**src/include/regfile_defines.svh**
```systemverilog
`ifndef REGFILE_DEFINES_SVH
`define REGFILE_DEFINES_SVH

// ======================================================================
// Register file sizing
// ======================================================================

// Number of physical registers held by the file
// Register 0 is hardwired to zero and is never stored
`define RF_NREGS 32

// Number of write ports
// Each write port owns a bank of its own, so this is also the bank count
`define RF_WPORTS 2

// Number of read ports
// Every bank keeps one memory copy per read port
`define RF_RPORTS 3

// ======================================================================
// Entry layout
// ======================================================================

// Width of the data value held in one register
`define RF_VALUE_W 32

// Width of the flags tag stored next to the value
`define RF_FLAGS_W 8

`endif

```
**src/verilog/regfile_pkg.sv**
```systemverilog
`default_nettype none
`include "regfile_defines.svh"

// Types shared by the register file and its testbench
package regfile_pkg;

	// ======================================================================
	// Basic fields
	// ======================================================================

	// Physical register number
	typedef logic [$clog2(`RF_NREGS)-1:0] preg_t;

	// Register value and the flags tag that travels with it
	typedef logic [`RF_VALUE_W-1:0] value_t;
	typedef logic [`RF_FLAGS_W-1:0] flags_t;

	// One stored entry, flags in the upper bits
	typedef struct packed {
		flags_t flags;
		value_t value;
	} rf_entry_t;

	// Index of a bank, which is the same as the index of its write port
	typedef logic [$clog2(`RF_WPORTS)-1:0] bank_sel_t;

	// ======================================================================
	// Port structs
	// ======================================================================

	// Write request, always a full entry
	typedef struct packed {
		logic      valid;
		preg_t     preg;
		rf_entry_t entry;
	} wr_req_t;

	// Read request, only an address is needed
	typedef struct packed {
		logic  valid;
		preg_t preg;
	} rd_req_t;

	// Read response, one cycle after the request
	typedef struct packed {
		logic      valid;
		rf_entry_t entry;
	} rd_rsp_t;

endpackage

`default_nettype wire

```
**src/verilog/regfile_bank.sv**
```systemverilog
`default_nettype none
`include "regfile_defines.svh"

// One bank of the register file
// A bank has a single write port and a full set of read ports, built by
// keeping one simple dual-port memory copy per read port
module regfile_bank import regfile_pkg::*; (
	input  wire              clk,
	input  wire wr_req_t     wr,
	input  wire preg_t       raddr [`RF_RPORTS],
	output rf_entry_t        rdata [`RF_RPORTS]
);

	// ======================================================================
	// Replicated memory
	// ======================================================================

	genvar r;

	for (r = 0; r < `RF_RPORTS; r++) begin : g_copy

		// Storage for this read port
		// Every copy sees the same write so the copies never diverge
		rf_entry_t mem [`RF_NREGS];

		// Write and read share the edge
		// The read returns the contents from before the write, one
		// cycle of latency, which is what block RAM gives in read-first mode
		always_ff @(posedge clk) begin
			if (wr.valid)
				mem[wr.preg] <= wr.entry;
			rdata[r] <= mem[raddr[r]];
		end

	end

endmodule

`default_nettype wire

```
**config.mk**
```make
export PLATFORM = sky130hd
export DESIGN_NAME = regfile_bank
export DESIGN_NICKNAME = d
export VERILOG_FILES = /design/src/verilog/regfile_pkg.sv /design/src/verilog/regfile_bank.sv
export VERILOG_INCLUDE_DIRS = /design/src /design/src/include
export SDC_FILE = /design/constraint.sdc
export NUM_CORES = 2
export LEC_CHECK = 0
export BUFFER_PORTS_ARGS = -buffer_cell sky130_fd_sc_hd__buf_2
export CAP_MARGIN = 20
export CORE_ASPECT_RATIO = 1.2
export CORE_UTILIZATION = 60
export DETAILED_ROUTE_END_ITERATION = 12
export MAX_ROUTING_LAYER = met4
export PLACE_DENSITY = 0.77
export REMOVE_ABC_BUFFERS = 1
export SLEW_MARGIN = 20
export SYNTH_ARGS = -nofsm -noshare
export SYNTH_HDL_FRONTEND = slang
export SYNTH_SLANG_ARGS = --single-unit
```
**constraint.sdc**
```tcl
create_clock -name clk -period 4 [get_ports clk]
set_input_delay 0.6 -clock clk [delete_from_list [all_inputs] [get_ports clk]]
set_output_delay 0.6 -clock clk [all_outputs]
set_load 0.005 [all_outputs]
```
==> impl_results.md <==
- Status: complete, no violations
- Gr usage total: 0.384
- Largest net degree at the start of global routing: 104
- Cell taking the most area after synthesis: edfxtp_1
- Die H: 388 um
- Tot Pwr: 33.8 mW
- Main combinational cell family by area after synthesis: multiplexers
- Hold crit path type: input port to flip-flop
- Gpl congestion: 0.912
- Cts repair resizes: 0
- Post-synth EDFFs: 1280
- CP peak stage delay: 0.73 ns
- Top-count cell post-synth: mux2i_1
- # setup viols final: 0
- Worst-path fanout max: 40
- Synth Warn #: 0
- Antenna viol nets, final: 0
- NetSw: 8.25 mW
- Worst-Skew Late Latency: 0.79 ns
- Worst EP arrival: 2.60 ns
- Critical path class: input port to flip-flop
- Layout Skew: 0.0267 ns
- IO Count: 182
- Post-synth ARST share: 0
- Area contributors post-synth: edfxtp_1 (52%), mux2i_1 (26%), a22oi_1 (3.6%), dfxtp_1 (3.2%), a22o_1 (2.8%)
- Setup crit end kind: flip-flop
- Avg WL per Cell: 31.1 um
- Share of the synthesized area in the top cell type: 0.516
- Post-route DRC: 0
- Slew @ Worst Pin: 1.26 ns
- Final Util: 0.666
- Rows: 141
- Top FF cell, synth: edfxtp_1
- Comb power frac: 0.112
- H-tree level count: 4
- Synth Instances: 5788
- Crit path required time: 4.39 ns
- Nets: 5908
- Internal power: 25.6 mW
- Buffers on Ports: 181
- Switch share: 0.244
- Vias in the first global route: 53700
- Part of the power in registers: 0.488
- Global-route wire length before repair: 344 mm
- Die ar.: 125000 um2
- Slowest cell on crit path: nand3b_1
- Initial Util: 0.604
- Routed WL: 237 mm
- Syn avg cell area: 12.9 um2
- Post-Syn Area: 74400 um2
- Clock slew at reported path FFs: 0.06 ns
- Drt pass-1 iters: 7
- Total CTS buffers: 143
- Maximum clock path buffer count: 3
- Pwr Density: 412 nW/um2
- Routed via count: 54400
- Achievable Freq: 453 MHz
- Synth Area in Adders: 0
- Yosys reg bits: 1400
- Vias per std cell: 7.15
- Critical path startpoint category: input port
- Post-CTS Setup Repair Bufs: 0
- Final Max Slew Viols: 0
- Fin crit period: 2.21 ns
- Max_slew headroom: 0.162
- Post-synthesis sequential area ratio: 0.549
- Clock sink count: 1400
- Hpwl dp: 135 mm
- Number of hold buffers added after cts: 0
- RSZ-0062 raised after global routing: false
- Static Leak: 32.1 nW
- Distinct cells, synth: 26
- Post-Synth Simple-Gate Area: 0.0551
- Commonest cells in the netlist: mux2i_1 (1920), edfxtp_1 (1280), nand2_1 (365)
- Total gr overflow: 0
- DRT iter0 DRCs: 7028
- Clock root cell: clkbuf_16
- Worst vdd ir: 0.368 mV
- Crit-path cells: buf_2, nand3b_1, nor2_4, buf_4
- Power share of the clock group: 0.401
- Filler Cell Count: 8884
- Initial antenna violation count: 7
- Complex-gate fraction of the synthesized area: 0.0989
- Period utilization: 0.552
- Area delta synth->final: 10.2%
- Max_cap viols: 0
- Chip width: 324 um
- Layout cells sized above 1: 0.111
- CTS tree: done
- CORE AREA: 123000 um2
- Xor and xnor area share after synthesis: 0
- Mux contribution to synthesized area: 0.258
- Fin. Hold Viols: 0
==> final cells by class <==
class	instances	area [um2]	share of cell area
diodes	11	27.5	0.000336
clock buffers	204	4130	0.0503
clock inverters	58	598	0.00730
multi-input cells	3910	31000	0.378
flip-flops and latches	1400	40800	0.498
well taps	1644	2060	0.0251
repair buffers	391	3330	0.0406
==> critical path: cells and delay by family <==
family | cells | cell delay (ns)
AND/OR/NAND/NOR | 2 | 1.02
buffers and inverters | 2 | 0.84
==> worst paths after layout <==
check	start	to	slack (ns)	cells after the start
setup / recovery	wr[41]	g_copy[2].mem[21][31]	1.79	4
hold / removal	wr[18]	g_copy[2].mem[24][18]	0.28	1
setup reg to reg	g_copy[1].mem[3][23]	rdata[23]	2.33	5
hold reg to reg	g_copy[2].mem[9][16]	rdata[56]	0.65	4
==> state kept, by name, indices dropped and copies added (netlist names) <==
signal,flops
rdata,120
g_copy.mem,1280
==> through the flow <==
stage / cells / cell area, um2 / hold slack [ns] / setup slack (ns) / TNS [ns]
final: 7618 / 82000 / 0.282 / 1.79 / 0
after floorplan: 5310 / 71500 / 0.603 / -2.71 / -325.74
after detailed placement: 7345 / 77200 / 0.645 / 1.10 / 0
after global placement: 7345 / 77200 / 0.631 / 1.17 / 0
after CTS: 7607 / 82000 / 0.238 / 1.93 / 0
after global routing: 7618 / 82000 / 0.293 / 1.81 / 0
==> metal layers <==
layer	wire length, um	global-route usage	vias to the layer above
met1	87100	0.498	26700
li1	-	-	22800
met5	0	-	-
met2	108000	0.571	3997
met4	12400	0.186	0
met3	30200	0.0861	876
==> cells by family (layout without fill, tap and decap cells) <==
family | count (synthesis) | in the layout
AO/OA/AOI/OAI | 1080 | 1080
buffers and inverters | 478 | 653
flip-flops | 1400 | 1400
multiplexers | 1920 | 1920
other | 0 | 11
AND/OR/NAND/NOR | 910 | 910
==> layout by cell type (no fill, tap or decap) <==
master | netlist | layout
a21oi_1 | 360 | 360
a22o_1 | 240 | 240
a22oi_1 | 360 | 360
a31oi_1 | 120 | 120
and2_4 | 0 | 3
buf_12 | 0 | 65
buf_2 | 95 | 178
buf_4 | 74 | 145
buf_8 | 10 | 3
bufinv_16 | 0 | 11
clkbuf_1 | 184 | 36
clkbuf_16 | 0 | 149
clkbuf_8 | 0 | 19
clkinv_1 | 0 | 11
clkinv_2 | 0 | 22
clkinv_4 | 0 | 3
clkinvlp_4 | 0 | 5
dfxtp_1 | 120 | 120
diode_2 | 0 | 11
edfxtp_1 | 1280 | 1280
inv_6 | 0 | 6
mux2i_1 | 1920 | 1920
nand2_1 | 365 | 362
nand2_2 | 0 | 3
nand2b_2 | 0 | 6
nand3_1 | 362 | 362
nand3b_1 | 5 | 5
nor2_1 | 34 | 2
nor2_4 | 0 | 35
nor2b_4 | 0 | 6
nor3_1 | 120 | 120
or2_2 | 0 | 3
or3_1 | 1 | 1
or3b_2 | 2 | 2
==> power by group through the flow <==
stage,combinational (mW),sequential (mW),clock [mW]
after floorplan,1.79,16.7,0
after global placement,3.61,16.8,0
after detailed placement,3.66,16.8,0
after CTS,3.68,16.5,13.6
after global routing,3.92,16.5,14.1
final,3.78,16.5,13.5
Note: power is estimated with default switching activity, not from simulation.
