## src/include/regfile_defines.svh

```systemverilog
`ifndef REGFILE_DEFINES_SVH
`define REGFILE_DEFINES_SVH

// ======================================================================
// Register file sizing
// ======================================================================

// Number of physical registers held by the file
// Register 0 is hardwired to zero and is never stored
`define RF_NREGS 32

// Number of write ports
// Each write port owns a bank of its own, so this is also the bank count
`define RF_WPORTS 2

// Number of read ports
// Every bank keeps one memory copy per read port
`define RF_RPORTS 3

// ======================================================================
// Entry layout
// ======================================================================

// Width of the data value held in one register
`define RF_VALUE_W 32

// Width of the flags tag stored next to the value
`define RF_FLAGS_W 8

`endif

```

## src/verilog/regfile_pkg.sv

```systemverilog
`default_nettype none
`include "regfile_defines.svh"

// Types shared by the register file and its testbench
package regfile_pkg;

	// ======================================================================
	// Basic fields
	// ======================================================================

	// Physical register number
	typedef logic [$clog2(`RF_NREGS)-1:0] preg_t;

	// Register value and the flags tag that travels with it
	typedef logic [`RF_VALUE_W-1:0] value_t;
	typedef logic [`RF_FLAGS_W-1:0] flags_t;

	// One stored entry, flags in the upper bits
	typedef struct packed {
		flags_t flags;
		value_t value;
	} rf_entry_t;

	// Index of a bank, which is the same as the index of its write port
	typedef logic [$clog2(`RF_WPORTS)-1:0] bank_sel_t;

	// ======================================================================
	// Port structs
	// ======================================================================

	// Write request, always a full entry
	typedef struct packed {
		logic      valid;
		preg_t     preg;
		rf_entry_t entry;
	} wr_req_t;

	// Read request, only an address is needed
	typedef struct packed {
		logic  valid;
		preg_t preg;
	} rd_req_t;

	// Read response, one cycle after the request
	typedef struct packed {
		logic      valid;
		rf_entry_t entry;
	} rd_rsp_t;

endpackage

`default_nettype wire

```

## src/verilog/lvt_write_front.sv

```systemverilog
`default_nettype none
`include "regfile_defines.svh"

// Write side of the register file
// Keeps the live value table and steers every write to its own bank
module lvt_write_front import regfile_pkg::*; (
	input  wire            clk,
	input  wire            rst,
	input  wire wr_req_t   wr        [`RF_WPORTS],
	input  wire rd_req_t   rd        [`RF_RPORTS],
	output wr_req_t        bank_wr   [`RF_WPORTS],
	output bank_sel_t      live_bank [`RF_RPORTS]
);

	// Live value table
	// One entry per register, naming the bank that holds its newest value
	bank_sel_t lvt [`RF_NREGS];

	// ======================================================================
	// Write filtering
	// ======================================================================

	// Each write port feeds exactly one bank
	// A write to register 0 is passed on with its valid cleared
	always_comb begin
		for (int p = 0; p < `RF_WPORTS; p++) begin
			bank_wr[p] = wr[p];
			if (wr[p].preg == '0)
				bank_wr[p].valid = 1'b0;
		end
	end

	// ======================================================================
	// Live value table update
	// ======================================================================

	// All ports are scanned in rising order inside one process
	// So the highest port that hits a register is the last assignment
	// and wins the entry, matching the bypass priority on the read side
	always_ff @(posedge clk) begin
		if (rst) begin
			// Everything points at bank 0 after reset
			for (int n = 0; n < `RF_NREGS; n++)
				lvt[n] <= '0;
		end else begin
			for (int p = 0; p < `RF_WPORTS; p++) begin
				if (bank_wr[p].valid)
					lvt[bank_wr[p].preg] <= bank_sel_t'(p);
			end
		end
	end

	// ======================================================================
	// Bank choice per read port
	// ======================================================================

	// The table is sampled before this edge's writes land
	// That lines up with the banks, which also return old data at the edge
	// A write at the same edge is caught by the bypass in read_select
	always_ff @(posedge clk) begin
		for (int r = 0; r < `RF_RPORTS; r++) begin
			if (rst)
				live_bank[r] <= '0;
			else if (rd[r].valid)
				// Only loaded for a real read, the last choice is held otherwise
				live_bank[r] <= lvt[rd[r].preg];
		end
	end

endmodule

`default_nettype wire

```

## config.mk

```make
export PLATFORM = sky130hd
export DESIGN_NAME = lvt_write_front
export DESIGN_NICKNAME = d
export VERILOG_FILES = /design/src/verilog/regfile_pkg.sv /design/src/verilog/lvt_write_front.sv
export VERILOG_INCLUDE_DIRS = /design/src /design/src/include
export SDC_FILE = /design/constraint.sdc
export NUM_CORES = 1
export LEC_CHECK = 0
export ABC_AREA = 1
export BUFFER_PORTS_ARGS = -buffer_cell sky130_fd_sc_hd__buf_2
export CAP_MARGIN = 20
export CORE_MARGIN = 10
export CORE_UTILIZATION = 39
export DETAILED_ROUTE_END_ITERATION = 16
export PLACE_DENSITY = 0.76
export RECOVER_POWER = 100
export SETUP_SLACK_MARGIN = 0.15
export SLEW_MARGIN = 20
export SYNTH_ARGS = -nofsm -noshare
export SYNTH_HDL_FRONTEND = slang
export SYNTH_SLANG_ARGS = --single-unit
```

## constraint.sdc

```tcl
create_clock -name clk -period 0.9 [get_ports clk]
set_input_delay 0.09 -clock clk [delete_from_list [all_inputs] [get_ports clk]]
set_output_delay 0.09 -clock clk [all_outputs]
set_load 0.02 [all_outputs]
```

==> flow_summary.yaml <==
detailed_routing:
  avgRoutedWirePerCell_um: 16.9
  num_vias: 3536
  viasPerCell: 5.47
  drc: 0
  dr.pass1.iters: 5
  routed_wl_um: 10900
  ant_nets: 0
  drtIter0Drc: 317
logic_synthesis:
  synthFlopType: "dfxtp_1"
  syn_avg_cell_area_um2: 6.01
  synth-async-reset-ratio: 0
  netlist_instances: 529
  postSynthNetCount: 641
  synth-edff-count: 0
  synth_cell_types: 21
  ys_warn_count: 0
  yosys-top-cells-count: "nand2_1, nand3_1, buf_4, inv_1, dfxtp_1"
  synth_top_area_cell: "buf_4"
  ys_seq_area_frac: 0.220
  netlist_area_um2: 3180
  synthTopCellsByArea: "buf_4, dfxtp_1, nand2_1"
  ys_ff_latch: 35
  netlist.area_leader.share: 0.222
  yosysMostFrequentCell: "nand2_1"
layout:
  seq_area_um2: 777
  syn_to_final_growth_pct: 27.7
  n_fill_cell: 732
  nNetsFinal: 655
  utilization: 0.517
  multi_input_area_um2: 1920
  drive_gt1_frac: 0.399
  diodes: 0
clock_network:
  worstSkewPairLatency_ns: 0.30
  cts_buffer_depth: 2
  h-tree-depth: 2
  cts_root_buffer: "clkbuf_8"
  cts-buffers-inserted: 5
  cts_tree: "done"
  cts_sinks: 35
  path_clk_slew_ns: 0.08
placement:
  place_congestion: 1.01
  pre_cts_slack_ns: -0.331
  hpwlAfterDp_um: 7510
  io_buffers: 46
power:
  p_leak_nw: 1.71
  combPwrFrac: 0.259
  p_sw_frac: 0.308
  vdd_drop_max_mv: 0.705
  seq_power_share: 0.377
  internal_power_mw: 2.90
  power_density_nw_per_um2: 1030
  finalPower_mw: 4.19
  pwr-share-clk: 0.364
  power_switching_mw: 1.29
sta:
  fin_crit_ns: 1.09
  setup_tns_ns: -0.858
  slew_violations: 0
  hold_viol_final: 0
  tightest_slew_ns: 0.357
  skew_ns: 0.00518
  hold-worst-slack_ns: 0.0960
  setup_ws_ns: -0.191
  fmax_ghz: 0.916
  setup_viol: 19
  fin_crit_sh: 1.21
  relSlewSlack: 0.760
  rsz0062_at_grt: "true"
floorplan:
  die_width_um: 110
  die-area_um2: 12200
  core-area_um2: 7850
  start_util: 0.405
  rows: 32
  io_pins: 207
  die_h_um: 110
grt:
  antenna_found_initial: 0
  grt-ovfl-total: 0
  grt_pass1_wl_um: 16900
  grt_pass1_vias: 3444
  grt_usage: 0.175
  grt_max_degree: 19
worst_setup_path:
  regToRegEndpoint: "live_bank[2]"
  required_ns: 1.13
  r2r_slack_ns: -0.19
  endpoint_kind: "register"
  cp.arrival_ns: 1.32
  path_class: "register to register"
  worstRegToRegCells: 8
  worstReg2RegStart: "lvt[8]"
  cp-start-kind: "register"
  crit_fanout: 4
  crit_start: "lvt[8]"
flow_run:
  drv_cap: 0
worst_hold_path:
  holdPathEnd: "live_bank[2]"
  hold_path_depth: 3
  hold_path_startpoint: "rd[17]"
  hold_class: "input pin to register"
run_status:
  failed_checks: "setup timing"
  status: "complete, but fails checks"
-- routing by layer --
metal	GRT usage	up-vias	wire [um]
li1	-	1650	-
met2	0.273	223	5000
met1	0.217	1612	4320
met4	0.0798	0	373
met5	0	-	0
met3	0.0511	51	1220
-- registers in the layout (all words and copies together), names as in the netlist --
name	count
live_bank	3
lvt	32
-- critical path, stage by stage, from the launching register on --
cell     delay (ns)
dfxtp_2        0.39
nand2_1        0.08
nand3_1        0.08
nand3_1        0.07
nand2_1        0.07
nand2_1        0.05
nand3_1        0.09
nand2_2        0.06
a21oi_2        0.12
-- power groups by stage --
stage               logic (mW)  registers, mW  clock network, mW
floorplan                 1.05           1.64                  0
global placement         0.850           1.64                  0
detailed placement       0.868           1.64                  0
CTS                      0.999           1.60               1.54
global route              1.17           1.58               1.62
finish                    1.08           1.58               1.52
-- per-stage QoR --
stage / cells / instance area [um^2]
2_1_floorplan: 529 / 3300
3_3_place_gp: 625 / 3320
3_5_place_dp: 625 / 3320
4_1_cts: 644 / 3830
5_1_grt: 646 / 4060
6_report: 646 / 4060
-- kinds of logic after synthesis --
group,share of synthesized area
DFF,0.220
buffers and inverters,0.299
and+or+nand+nor,0.409
AOI/OAI and AO/OA,0.0724
-- cell type report --
type,count,area share
Inverter,44,0.0425
Clock inverter,2,0.00863
Multi-Input combinational cell,342,0.473
Timing Repair Buffer,115,0.232
Clock buffer,6,0.0203
Tap cell,102,0.0314
Sequential cell,35,0.191
-- layout by cell type, fill, tap and decap left out, types with 4 or more instances in the layout --
master / Yosys / layout
nand2_1: 159 / 147
nand3_1: 101 / 86
buf_4: 94 / 54
inv_1: 41 / 34
nor2_1: 24 / 22
buf_2: 9 / 22
dfxtp_2: 0 / 19
buf_6: 2 / 16
o22ai_2: 0 / 14
dfxtp_4: 0 / 14
nand3_2: 1 / 13
o21ai_1: 7 / 11
clkbuf_1: 3 / 10
inv_2: 3 / 7
nand2_2: 0 / 6
clkbuf_8: 0 / 6
buf_12: 0 / 6
nor3_2: 0 / 5
nor3_1: 11 / 5
nor2_4: 0 / 4
o21ai_2: 0 / 4
nand2_8: 0 / 4
buf_8: 0 / 4
-- repair_timing --
action                     4_1_cts  5_1_grt
setup endpoints to repair       39       39
buffers inserted                 7        2
pin swaps                       14       27
resized for setup              102       56
hold endpoints to repair         3        0
hold buffers                     3        0
gates cloned                     1        0
-- worst max-delay path by stage --
stage                               to
final                     live_bank[2]
after global routing      live_bank[2]
after detailed placement       lvt[13]
after CTS                 live_bank[1]
after global placement         lvt[21]
after floorplan                lvt[13]
Power figures use the tool's default switching activity.
