`src/include/regfile_defines.svh`:
```
`ifndef REGFILE_DEFINES_SVH
`define REGFILE_DEFINES_SVH

// ======================================================================
// Register file sizing
// ======================================================================

// Number of physical registers held by the file
// Register 0 is hardwired to zero and is never stored
`define RF_NREGS 32

// Number of write ports
// Each write port owns a bank of its own, so this is also the bank count
`define RF_WPORTS 2

// Number of read ports
// Every bank keeps one memory copy per read port
`define RF_RPORTS 3

// ======================================================================
// Entry layout
// ======================================================================

// Width of the data value held in one register
`define RF_VALUE_W 32

// Width of the flags tag stored next to the value
`define RF_FLAGS_W 8

`endif

```
`src/verilog/regfile_pkg.sv`:
```
`default_nettype none
`include "regfile_defines.svh"

// Types shared by the register file and its testbench
package regfile_pkg;

	// ======================================================================
	// Basic fields
	// ======================================================================

	// Physical register number
	typedef logic [$clog2(`RF_NREGS)-1:0] preg_t;

	// Register value and the flags tag that travels with it
	typedef logic [`RF_VALUE_W-1:0] value_t;
	typedef logic [`RF_FLAGS_W-1:0] flags_t;

	// One stored entry, flags in the upper bits
	typedef struct packed {
		flags_t flags;
		value_t value;
	} rf_entry_t;

	// Index of a bank, which is the same as the index of its write port
	typedef logic [$clog2(`RF_WPORTS)-1:0] bank_sel_t;

	// ======================================================================
	// Port structs
	// ======================================================================

	// Write request, always a full entry
	typedef struct packed {
		logic      valid;
		preg_t     preg;
		rf_entry_t entry;
	} wr_req_t;

	// Read request, only an address is needed
	typedef struct packed {
		logic  valid;
		preg_t preg;
	} rd_req_t;

	// Read response, one cycle after the request
	typedef struct packed {
		logic      valid;
		rf_entry_t entry;
	} rd_rsp_t;

endpackage

`default_nettype wire

```
`src/verilog/read_select.sv`:
```
`default_nettype none
`include "regfile_defines.svh"

// Read side of the register file
// Picks the live bank per read port, with same-cycle write bypass on top
module read_select import regfile_pkg::*; (
	input  wire             clk,
	input  wire             rst,
	input  wire rd_req_t    rd        [`RF_RPORTS],
	input  wire wr_req_t    wr        [`RF_WPORTS],
	input  wire rf_entry_t  bank_data [`RF_WPORTS][`RF_RPORTS],
	input  wire bank_sel_t  live_bank [`RF_RPORTS],
	output rd_rsp_t         rsp       [`RF_RPORTS]
);

	// Bypass candidates found in the request cycle
	logic      hit_d [`RF_RPORTS];
	rf_entry_t byp_d [`RF_RPORTS];

	// State carried into the response cycle
	logic      vld_q  [`RF_RPORTS];
	logic      zero_q [`RF_RPORTS];
	logic      hit_q  [`RF_RPORTS];
	rf_entry_t byp_q  [`RF_RPORTS];

	// ======================================================================
	// Same-cycle write match
	// ======================================================================

	// The banks and the LVT both miss a write taken at the read's own edge,
	// so that write is compared here against the read address
	// Scanning upward makes the highest matching port the one kept
	always_comb begin
		for (int r = 0; r < `RF_RPORTS; r++) begin
			hit_d[r] = 1'b0;
			byp_d[r] = '0;
			for (int p = 0; p < `RF_WPORTS; p++) begin
				if (wr[p].valid && wr[p].preg == rd[r].preg) begin
					hit_d[r] = 1'b1;
					byp_d[r] = wr[p].entry;
				end
			end
		end
	end

	// ======================================================================
	// Request registers
	// ======================================================================

	// Valid, zero detect and hit line up with the bank read latency
	always_ff @(posedge clk) begin
		for (int r = 0; r < `RF_RPORTS; r++) begin
			if (rst) begin
				vld_q[r]  <= 1'b0;
				zero_q[r] <= 1'b0;
				hit_q[r]  <= 1'b0;
			end else begin
				vld_q[r]  <= rd[r].valid;
				zero_q[r] <= (rd[r].preg == '0);
				hit_q[r]  <= hit_d[r];
			end
		end
	end

	// Bypass payload
	always_ff @(posedge clk) begin
		for (int r = 0; r < `RF_RPORTS; r++)
			byp_q[r] <= byp_d[r];
	end

	// ======================================================================
	// Response mux
	// ======================================================================

	// Register 0 beats everything, then bypass, then the live bank
	always_comb begin
		for (int r = 0; r < `RF_RPORTS; r++) begin
			rsp[r].valid = vld_q[r];
			if (zero_q[r])
				rsp[r].entry = '0;
			else if (hit_q[r])
				rsp[r].entry = byp_q[r];
			else
				rsp[r].entry = bank_data[live_bank[r]][r];
		end
	end

endmodule

`default_nettype wire

```
`config.mk`:
```
export PLATFORM = sky130hd
export DESIGN_NAME = read_select
export DESIGN_NICKNAME = d
export VERILOG_FILES = /design/src/verilog/regfile_pkg.sv /design/src/verilog/read_select.sv
export VERILOG_INCLUDE_DIRS = /design/src /design/src/include
export SDC_FILE = /design/constraint.sdc
export NUM_CORES = 1
export LEC_CHECK = 0
export ABC_AREA = 1
export BUFFER_PORTS_ARGS = -buffer_cell sky130_fd_sc_hd__buf_2
export CAP_MARGIN = 40
export CORE_AREA = 2 2 185 187
export DETAILED_ROUTE_END_ITERATION = 6
export DIE_AREA = 0 0 187 189
export PLACE_DENSITY_LB_ADDON = 0.05
export SLEW_MARGIN = 5
export SYNTH_ARGS = -nofsm -noshare
export SYNTH_HDL_FRONTEND = slang
export SYNTH_SLANG_ARGS = --single-unit
```
`constraint.sdc`:
```
create_clock -name clk -period 1.94 [get_ports clk]
set_clock_uncertainty 0.1 [all_clocks]
set_input_delay 0.485 -clock clk [delete_from_list [all_inputs] [get_ports clk]]
set_output_delay 0.485 -clock clk [all_outputs]
set_load 0.01 [all_outputs]
```
==> results.md, run 1 <==
* Final worst path period share at 1.074
* Yosys warning count at 0
* Wire length of the first global-routing pass at 67520 µm
* Dpl ws at -319.3 ps
* Largest family of logic cells by synthesized area: simple AND/OR/NAND/NOR gates
* Area inside the core boundary at 0.03328 mm²
* Slowest cell on the critical path: mux2_4
* Worst Path Buf+Inv at 4
* Slew at the pin with the worst max-slew slack at 328.8 ps
* Adder-cell share of the synthesized area at 0
* Final setup vio count at 120
* Width of the die at 187 µm
* Power Dens Cells at 573.6 mW/mm²
* Worst setup path category: input pin to primary output
* Fraction of the yosys area taken by sequential cells at 0.2809
* Max Fclk at 0.4801 GHz
* Mux contribution to synthesized area at 0.1470
* Number of sinks on the clock net at 129
* Cell type with the largest total area after synthesis: dfxtp_1
* Count of state elements after synthesis at 129
* Post-CTS clock slew at the launch and capture registers of the worst setup and hold paths at 60 ps
* Clock root buffer master: clkbuf_16
* Critical path fanouts, max at 7
* Number of primary I/O pins at 478
* Cell family with the largest share of critical-path delay: buffers and inverters
* CP Data Required Time at 1350 ps
* Number of distinct library cells after synthesis at 20
* Total DRC errors in the routed layout at 0
* Number of antenna violations at the first check in global routing at 10
* Simple-gate share of the synthesized area at 0.2676
* Max clock buf depth at 2
* Remaining antenna violation count at 0
* Number of global-route vias before repair at 11120
* Detail-routed net length per standard cell at 20.96 µm
* Standard-cell rows at 67
* Post-Layout Cell Count at 2314
* Arrival time of the worst setup path at 1500 ps
* Final Slew Violations at 0
* Leakage power figure at 0.007467 µW
* Share of the synthesized netlist area taken by xor and xnor gates at 0
* H-tree depth reported by CTS at 4
* Summed area of non-filler cells in the final layout at 0.01525 mm²
* Post-Synthesis Mean Instance Area at 6.730 µm²
* Critical Path End Type: primary output
* Most used flip-flop cell after synthesis: dfxtp_1
* Gp weighted congestion at 0.9147
* Setup TNS at -9927 ps
* Hold endpoint: zero_q[0]$_SDFF_PP0_
* Drt via density at 4.935
* Worst min-delay path category: input pin to register
* Number of nets in the finished design at 2199
* Routed wire length at 48500 µm
* Outcome: finished with violations
* Ratio of cells with drive above 1 in the final layout at 0.4987
* Violations in the final reports: setup timing
* Fraction of the mapped netlist area in compound gates at 0.1327
* Hold buffer count at CTS at 0
* Total routing usage reported by global routing at 0.2512
* Cells along the critical path: buf_16 -> buf_12 -> mux2_4 -> o21ai_4 -> inv_2 -> buf_6
* Effective utilization at floorplan at 0.2763
* Post-route total power at 8747 µW
* Most used standard cell by instance count after synthesis: inv_1
* Detail Placement HPWL at 30310 µm
* Cell Area, Placed at 0.01232 mm²
* Syn nets at 1721
* First DRT Iteration DRCs at 788
* Area enclosed by the die boundary at 0.03534 mm²
* IO Port Bufs at 477
* Area of the mapped netlist at 0.009194 mm²
* Hold depth at 2
* Beginning of the worst hold path: rd[14]
* Biggest area contributors in the synthesized netlist: dfxtp_1, mux2_2, inv_1
* Placed cells at 2225
* Worst vdd rail ir drop at 466.1 µV
* Synth top area share at 0.2809
* Via count at 11420
* EDFF count, synth at 0
* Headroom to the max-slew limit at 0.7808
* Max-cap violation count at 0
* CTS tree: done
* Most frequent cells after synthesis: inv_1, nand2_1, dfxtp_1
* Setup repair after global routing missed its margin: yes
* Synthesized instance count at 1366
* CP peak stage delay at 330 ps
* TritonCTS buffer count at 17
* CP Launch Type: input pin
* Time the worst path needs with I/O delays and setup at 2083 ps
* Final Hold Viols at 0
* Largest net degree at the start of global routing at 61
* Total overflow reported by the global router at 0
* Length of the first detailed-routing pass in iterations at 7
* Vertical extent of the die at 189 µm
* Least setup slack across all paths after layout at -142.9 ps
* Share of async-settable or async-resettable flops after synthesis at 0
* Signed area change from the synthesized netlist to the final layout at 65.87%
where the power goes:
part	internal [µW]	switching, µW
Sequential	2710	25.6
Clock	2040	1350
Combinational	1240	1370
per-layer routing:
| metal | up-vias | GRT usage | share of wire |
|---|---|---|---|
| met3 | 73 | 0.04893 | 0.065 |
| met5 | - | 0 | 0.00025 |
| met1 | 5315 | 0.3127 | 0.42 |
| met4 | 2 | 0.1123 | 0.029 |
| met2 | 561 | 0.4209 | 0.49 |
| li1 | 5468 | - | - |
through the flow:
stage	hold slack, ps	util
2_1_floorplan	447.4	-
3_3_place_gp	590.9	0.3693
3_5_place_dp	590.9	0.3701
4_1_cts	140.5	0.4259
5_1_grt	146.5	0.4581
6_report	156.8	0.4582
cells in the final DEF, fill, tap and decap left out, drive strengths merged:
master,instances
nor2,30
nand3,126
clkinvlp,5
clkinv,2
nand4,123
dfxtp,129
a21oi,123
clkbuf,32
bufinv,3
o21ai,120
mux2,120
nand2,207
nor3,3
inv,275
buf,559
diode,9
repair_timing:
item,in CTS,in global routing
setup buffers,10,2
endpoints found under the hold margin,0,0
resized for setup,278,152
setup endpoints to repair,120,120
cloned,17,19
pin swaps,21,70
kinds of logic after synthesis:
group	Yosys count
simple gates	489
buf+inv	385
compound gates	243
flops	129
mux	120
sequential cells by signal (all words and copies together), names as in the netlist:
name / count
byp_q: 120
hit_q: 3
vld_q: 3
zero_q: 3
final cells by class:
class                      count  area (µm²)
sequential                   129        2603
multi-input combinational    852        6095
clock inverter                14       180.2
inverter                     271        1017
tap                          448       560.5
clock buffer                  18       429.2
fill                        3457       18030
timing repair buffer         573        4343
antenna                        9       22.52
worst max path at each step:
stage | start | end | slack (ps) | cells after the start
3_3_place_gp | live_bank[2] | rsp[94] | -310 | 6
3_5_place_dp | live_bank[2] | rsp[99] | -320 | 6
6_report | live_bank[2] | rsp[99] | -140 | 6
4_1_cts | live_bank[2] | rsp[99] | -130 | 6
5_1_grt | hit_q[2]$_SDFF_PP0_ | rsp[5] | -180 | 6
2_1_floorplan | live_bank[0] | rsp[0] | 130 | 4
Power figures use the tool's default switching activity.
==> inputs of run 2 (changes only) <==
--- a/config.mk
+++ b/config.mk
@@ -9,9 +9,10 @@
 export ABC_AREA = 1
 export BUFFER_PORTS_ARGS = -buffer_cell sky130_fd_sc_hd__buf_2
 export CAP_MARGIN = 40
-export CORE_AREA = 2 2 185 187
+export CORE_AREA = 2 2 186 188
 export DETAILED_ROUTE_END_ITERATION = 6
-export DIE_AREA = 0 0 187 189
+export DIE_AREA = 0 0 188 190
+export GPL_TIMING_DRIVEN = 1
 export PLACE_DENSITY_LB_ADDON = 0.05
 export SLEW_MARGIN = 5
 export SYNTH_ARGS = -nofsm -noshare
==> results.md, run 2 (synthesis results as in run 1) <==
* Outcome: finished with violations
* Violations in the final reports: setup timing
* Leakage power figure at 0.007305 µW
* IO Port Bufs at 477
* Number of global-route vias before repair at 10760
* Setup TNS at -8430 ps
* Cell Area, Placed at 0.01233 mm²
* Power Dens Cells at 591.6 mW/mm²
* Number of primary I/O pins at 478
* Time the worst path needs with I/O delays and setup at 2048 ps
* CP Launch Type: register
* Headroom to the max-slew limit at 0.8036
* Cells along the critical path: clkbuf_16 -> a21oi_4 -> o21ai_2 -> inv_1 -> buf_2
* Total overflow reported by the global router at 0
* Detail Placement HPWL at 29990 µm
* Register ranked first by flip-flop count: byp_q
* Vertical extent of the die at 190 µm
* Dpl ws at -275.3 ps
* Most common cell after layout, fill and taps aside: buf_2
* Number of antenna violations at the first check in global routing at 10
* Final worst path period share at 1.056
* Final setup vio count at 120
* Remaining antenna violation count at 0
* Worst min-delay path category: input pin to register
* Width of the die at 188 µm
* Total DRC errors in the routed layout at 0
* Area inside the core boundary at 0.03395 mm²
* Hold depth at 3
* CP peak stage delay at 410 ps
* Cell family with the largest share of critical-path delay: flip-flops
* Number of nets in the finished design at 2186
* Critical path fanouts, max at 10
* CP Data Required Time at 1350 ps
* Via count at 11160
* Post-CTS clock slew at the launch and capture registers of the worst setup and hold paths at 60 ps
* Final Slew Violations at 0
* Max Fclk at 0.4883 GHz
* Clock root buffer master: clkbuf_16
* Ratio of cells with drive above 1 in the final layout at 0.4845
* Wire length of the first global-routing pass at 64870 µm
* Arrival time of the worst setup path at 1460 ps
* Signed area change from the synthesized netlist to the final layout at 61.61%
* Most frequent cells in the layout: buf_2, inv_1, nand2_1
* Detail-routed net length per standard cell at 19.85 µm
* Beginning of the worst hold path: rd[17]
* Slowest cell on the critical path: dfxtp_4
* Least setup slack across all paths after layout at -107.9 ps
* Drt via density at 4.842
* Effective utilization at floorplan at 0.2708
* Routed wire length at 45740 µm
* Max-cap violation count at 0
* Number of sinks on the clock net at 129
* Hold buffer count at CTS at 0
* Max clock buf depth at 2
* Largest net degree at the start of global routing at 42
* Worst setup path category: register to primary output
* Area enclosed by the die boundary at 0.03572 mm²
* CTS tree: done
* Total routing usage reported by global routing at 0.2380
* Worst vdd rail ir drop at 453.4 µV
* Hold endpoint: vld_q[0]$_SDFF_PP0_
* Length of the first detailed-routing pass in iterations at 4
* Worst Path Buf+Inv at 3
* Setup repair after global routing missed its margin: yes
* Largest register FFs at 120
* Summed area of non-filler cells in the final layout at 0.01486 mm²
* TritonCTS buffer count at 17
* Final Hold Viols at 0
* Slew at the pin with the worst max-slew slack at 294.6 ps
* H-tree depth reported by CTS at 4
* Post-route total power at 8791 µW
* Critical Path End Type: primary output
* First DRT Iteration DRCs at 699
* Gp weighted congestion at 0.8556
* Final core utilization at 0.4377
* Standard-cell rows at 68
==> run 2: cell types whose count changed in the layout (fill, tap and decap cells not counted), sizes merged <==
cell      before  now
buf          559  549
bufinv         3    4
clkbuf        32   30
clkinv         2    4
clkinvlp       5    3
diode          9    6
inv          275  272
==> run 2: layout make-up <==
cell class	count	area (µm²)
Clock buffer	19	452.9
Timing Repair Buffer	560	4085
Clock inverter	12	182.7
Fill cell	3540	19090
Antenna cell	6	15.01
Tap cell	455	569.3
Sequential cell	129	2603
Inverter	271	1017
Multi-Input combinational cell	852	5933
==> run 2: worst min-delay path: cells and delay by family <==
kind | cells | cell delay (ps)
buffers and inverters | 2 | 100
and+or+nand+nor | 1 | 60
==> run 2: through the flow <==
step | hold slack (ps) | std cells
detailed placement | 594.3 | 2232
global placement | 583.8 | 2232
floorplan | 447.4 | 1366
finish | 164.1 | 2304
global route | 163.4 | 2304
CTS | 144.9 | 2286
==> run 2: what timing repair did <==
action                     4_1_cts  5_1_grt
setup endpoints to repair      120      120
resized for setup              255      135
gates cloned                    12       12
pin swaps                       10       35
buffers inserted                11        1
==> run 2: power by group <==
group	total [µW]	leakage, µW	switching, µW	internal [µW]
Clock	3530	0.000302	1310	2220
Combinational	2520	0.00595	1320	1190
Sequential	2740	0.00105	26.5	2710
==> run 2: worst max path at each step <==
stage	from	end	slack, ps	cells after the start
floorplan	live_bank[0]	rsp[0]	130	4
global placement	live_bank[0]	rsp[23]	-270	6
detailed placement	live_bank[2]	rsp[91]	-280	6
CTS	hit_q[1]$_SDFF_PP0_	rsp[77]	-110	5
global route	hit_q[1]$_SDFF_PP0_	rsp[52]	-170	5
finish	hit_q[1]$_SDFF_PP0_	rsp[52]	-110	5
==> run 2: per-layer routing <==
layer | vias to the layer above | global-route usage | share of wire
met1 | 5169 | 0.2916 | 0.42
met3 | 67 | 0.04427 | 0.062
met2 | 470 | 0.4168 | 0.49
met5 | - | 0 | 0.00081
li1 | 5445 | - | -
met4 | 6 | 0.08328 | 0.026
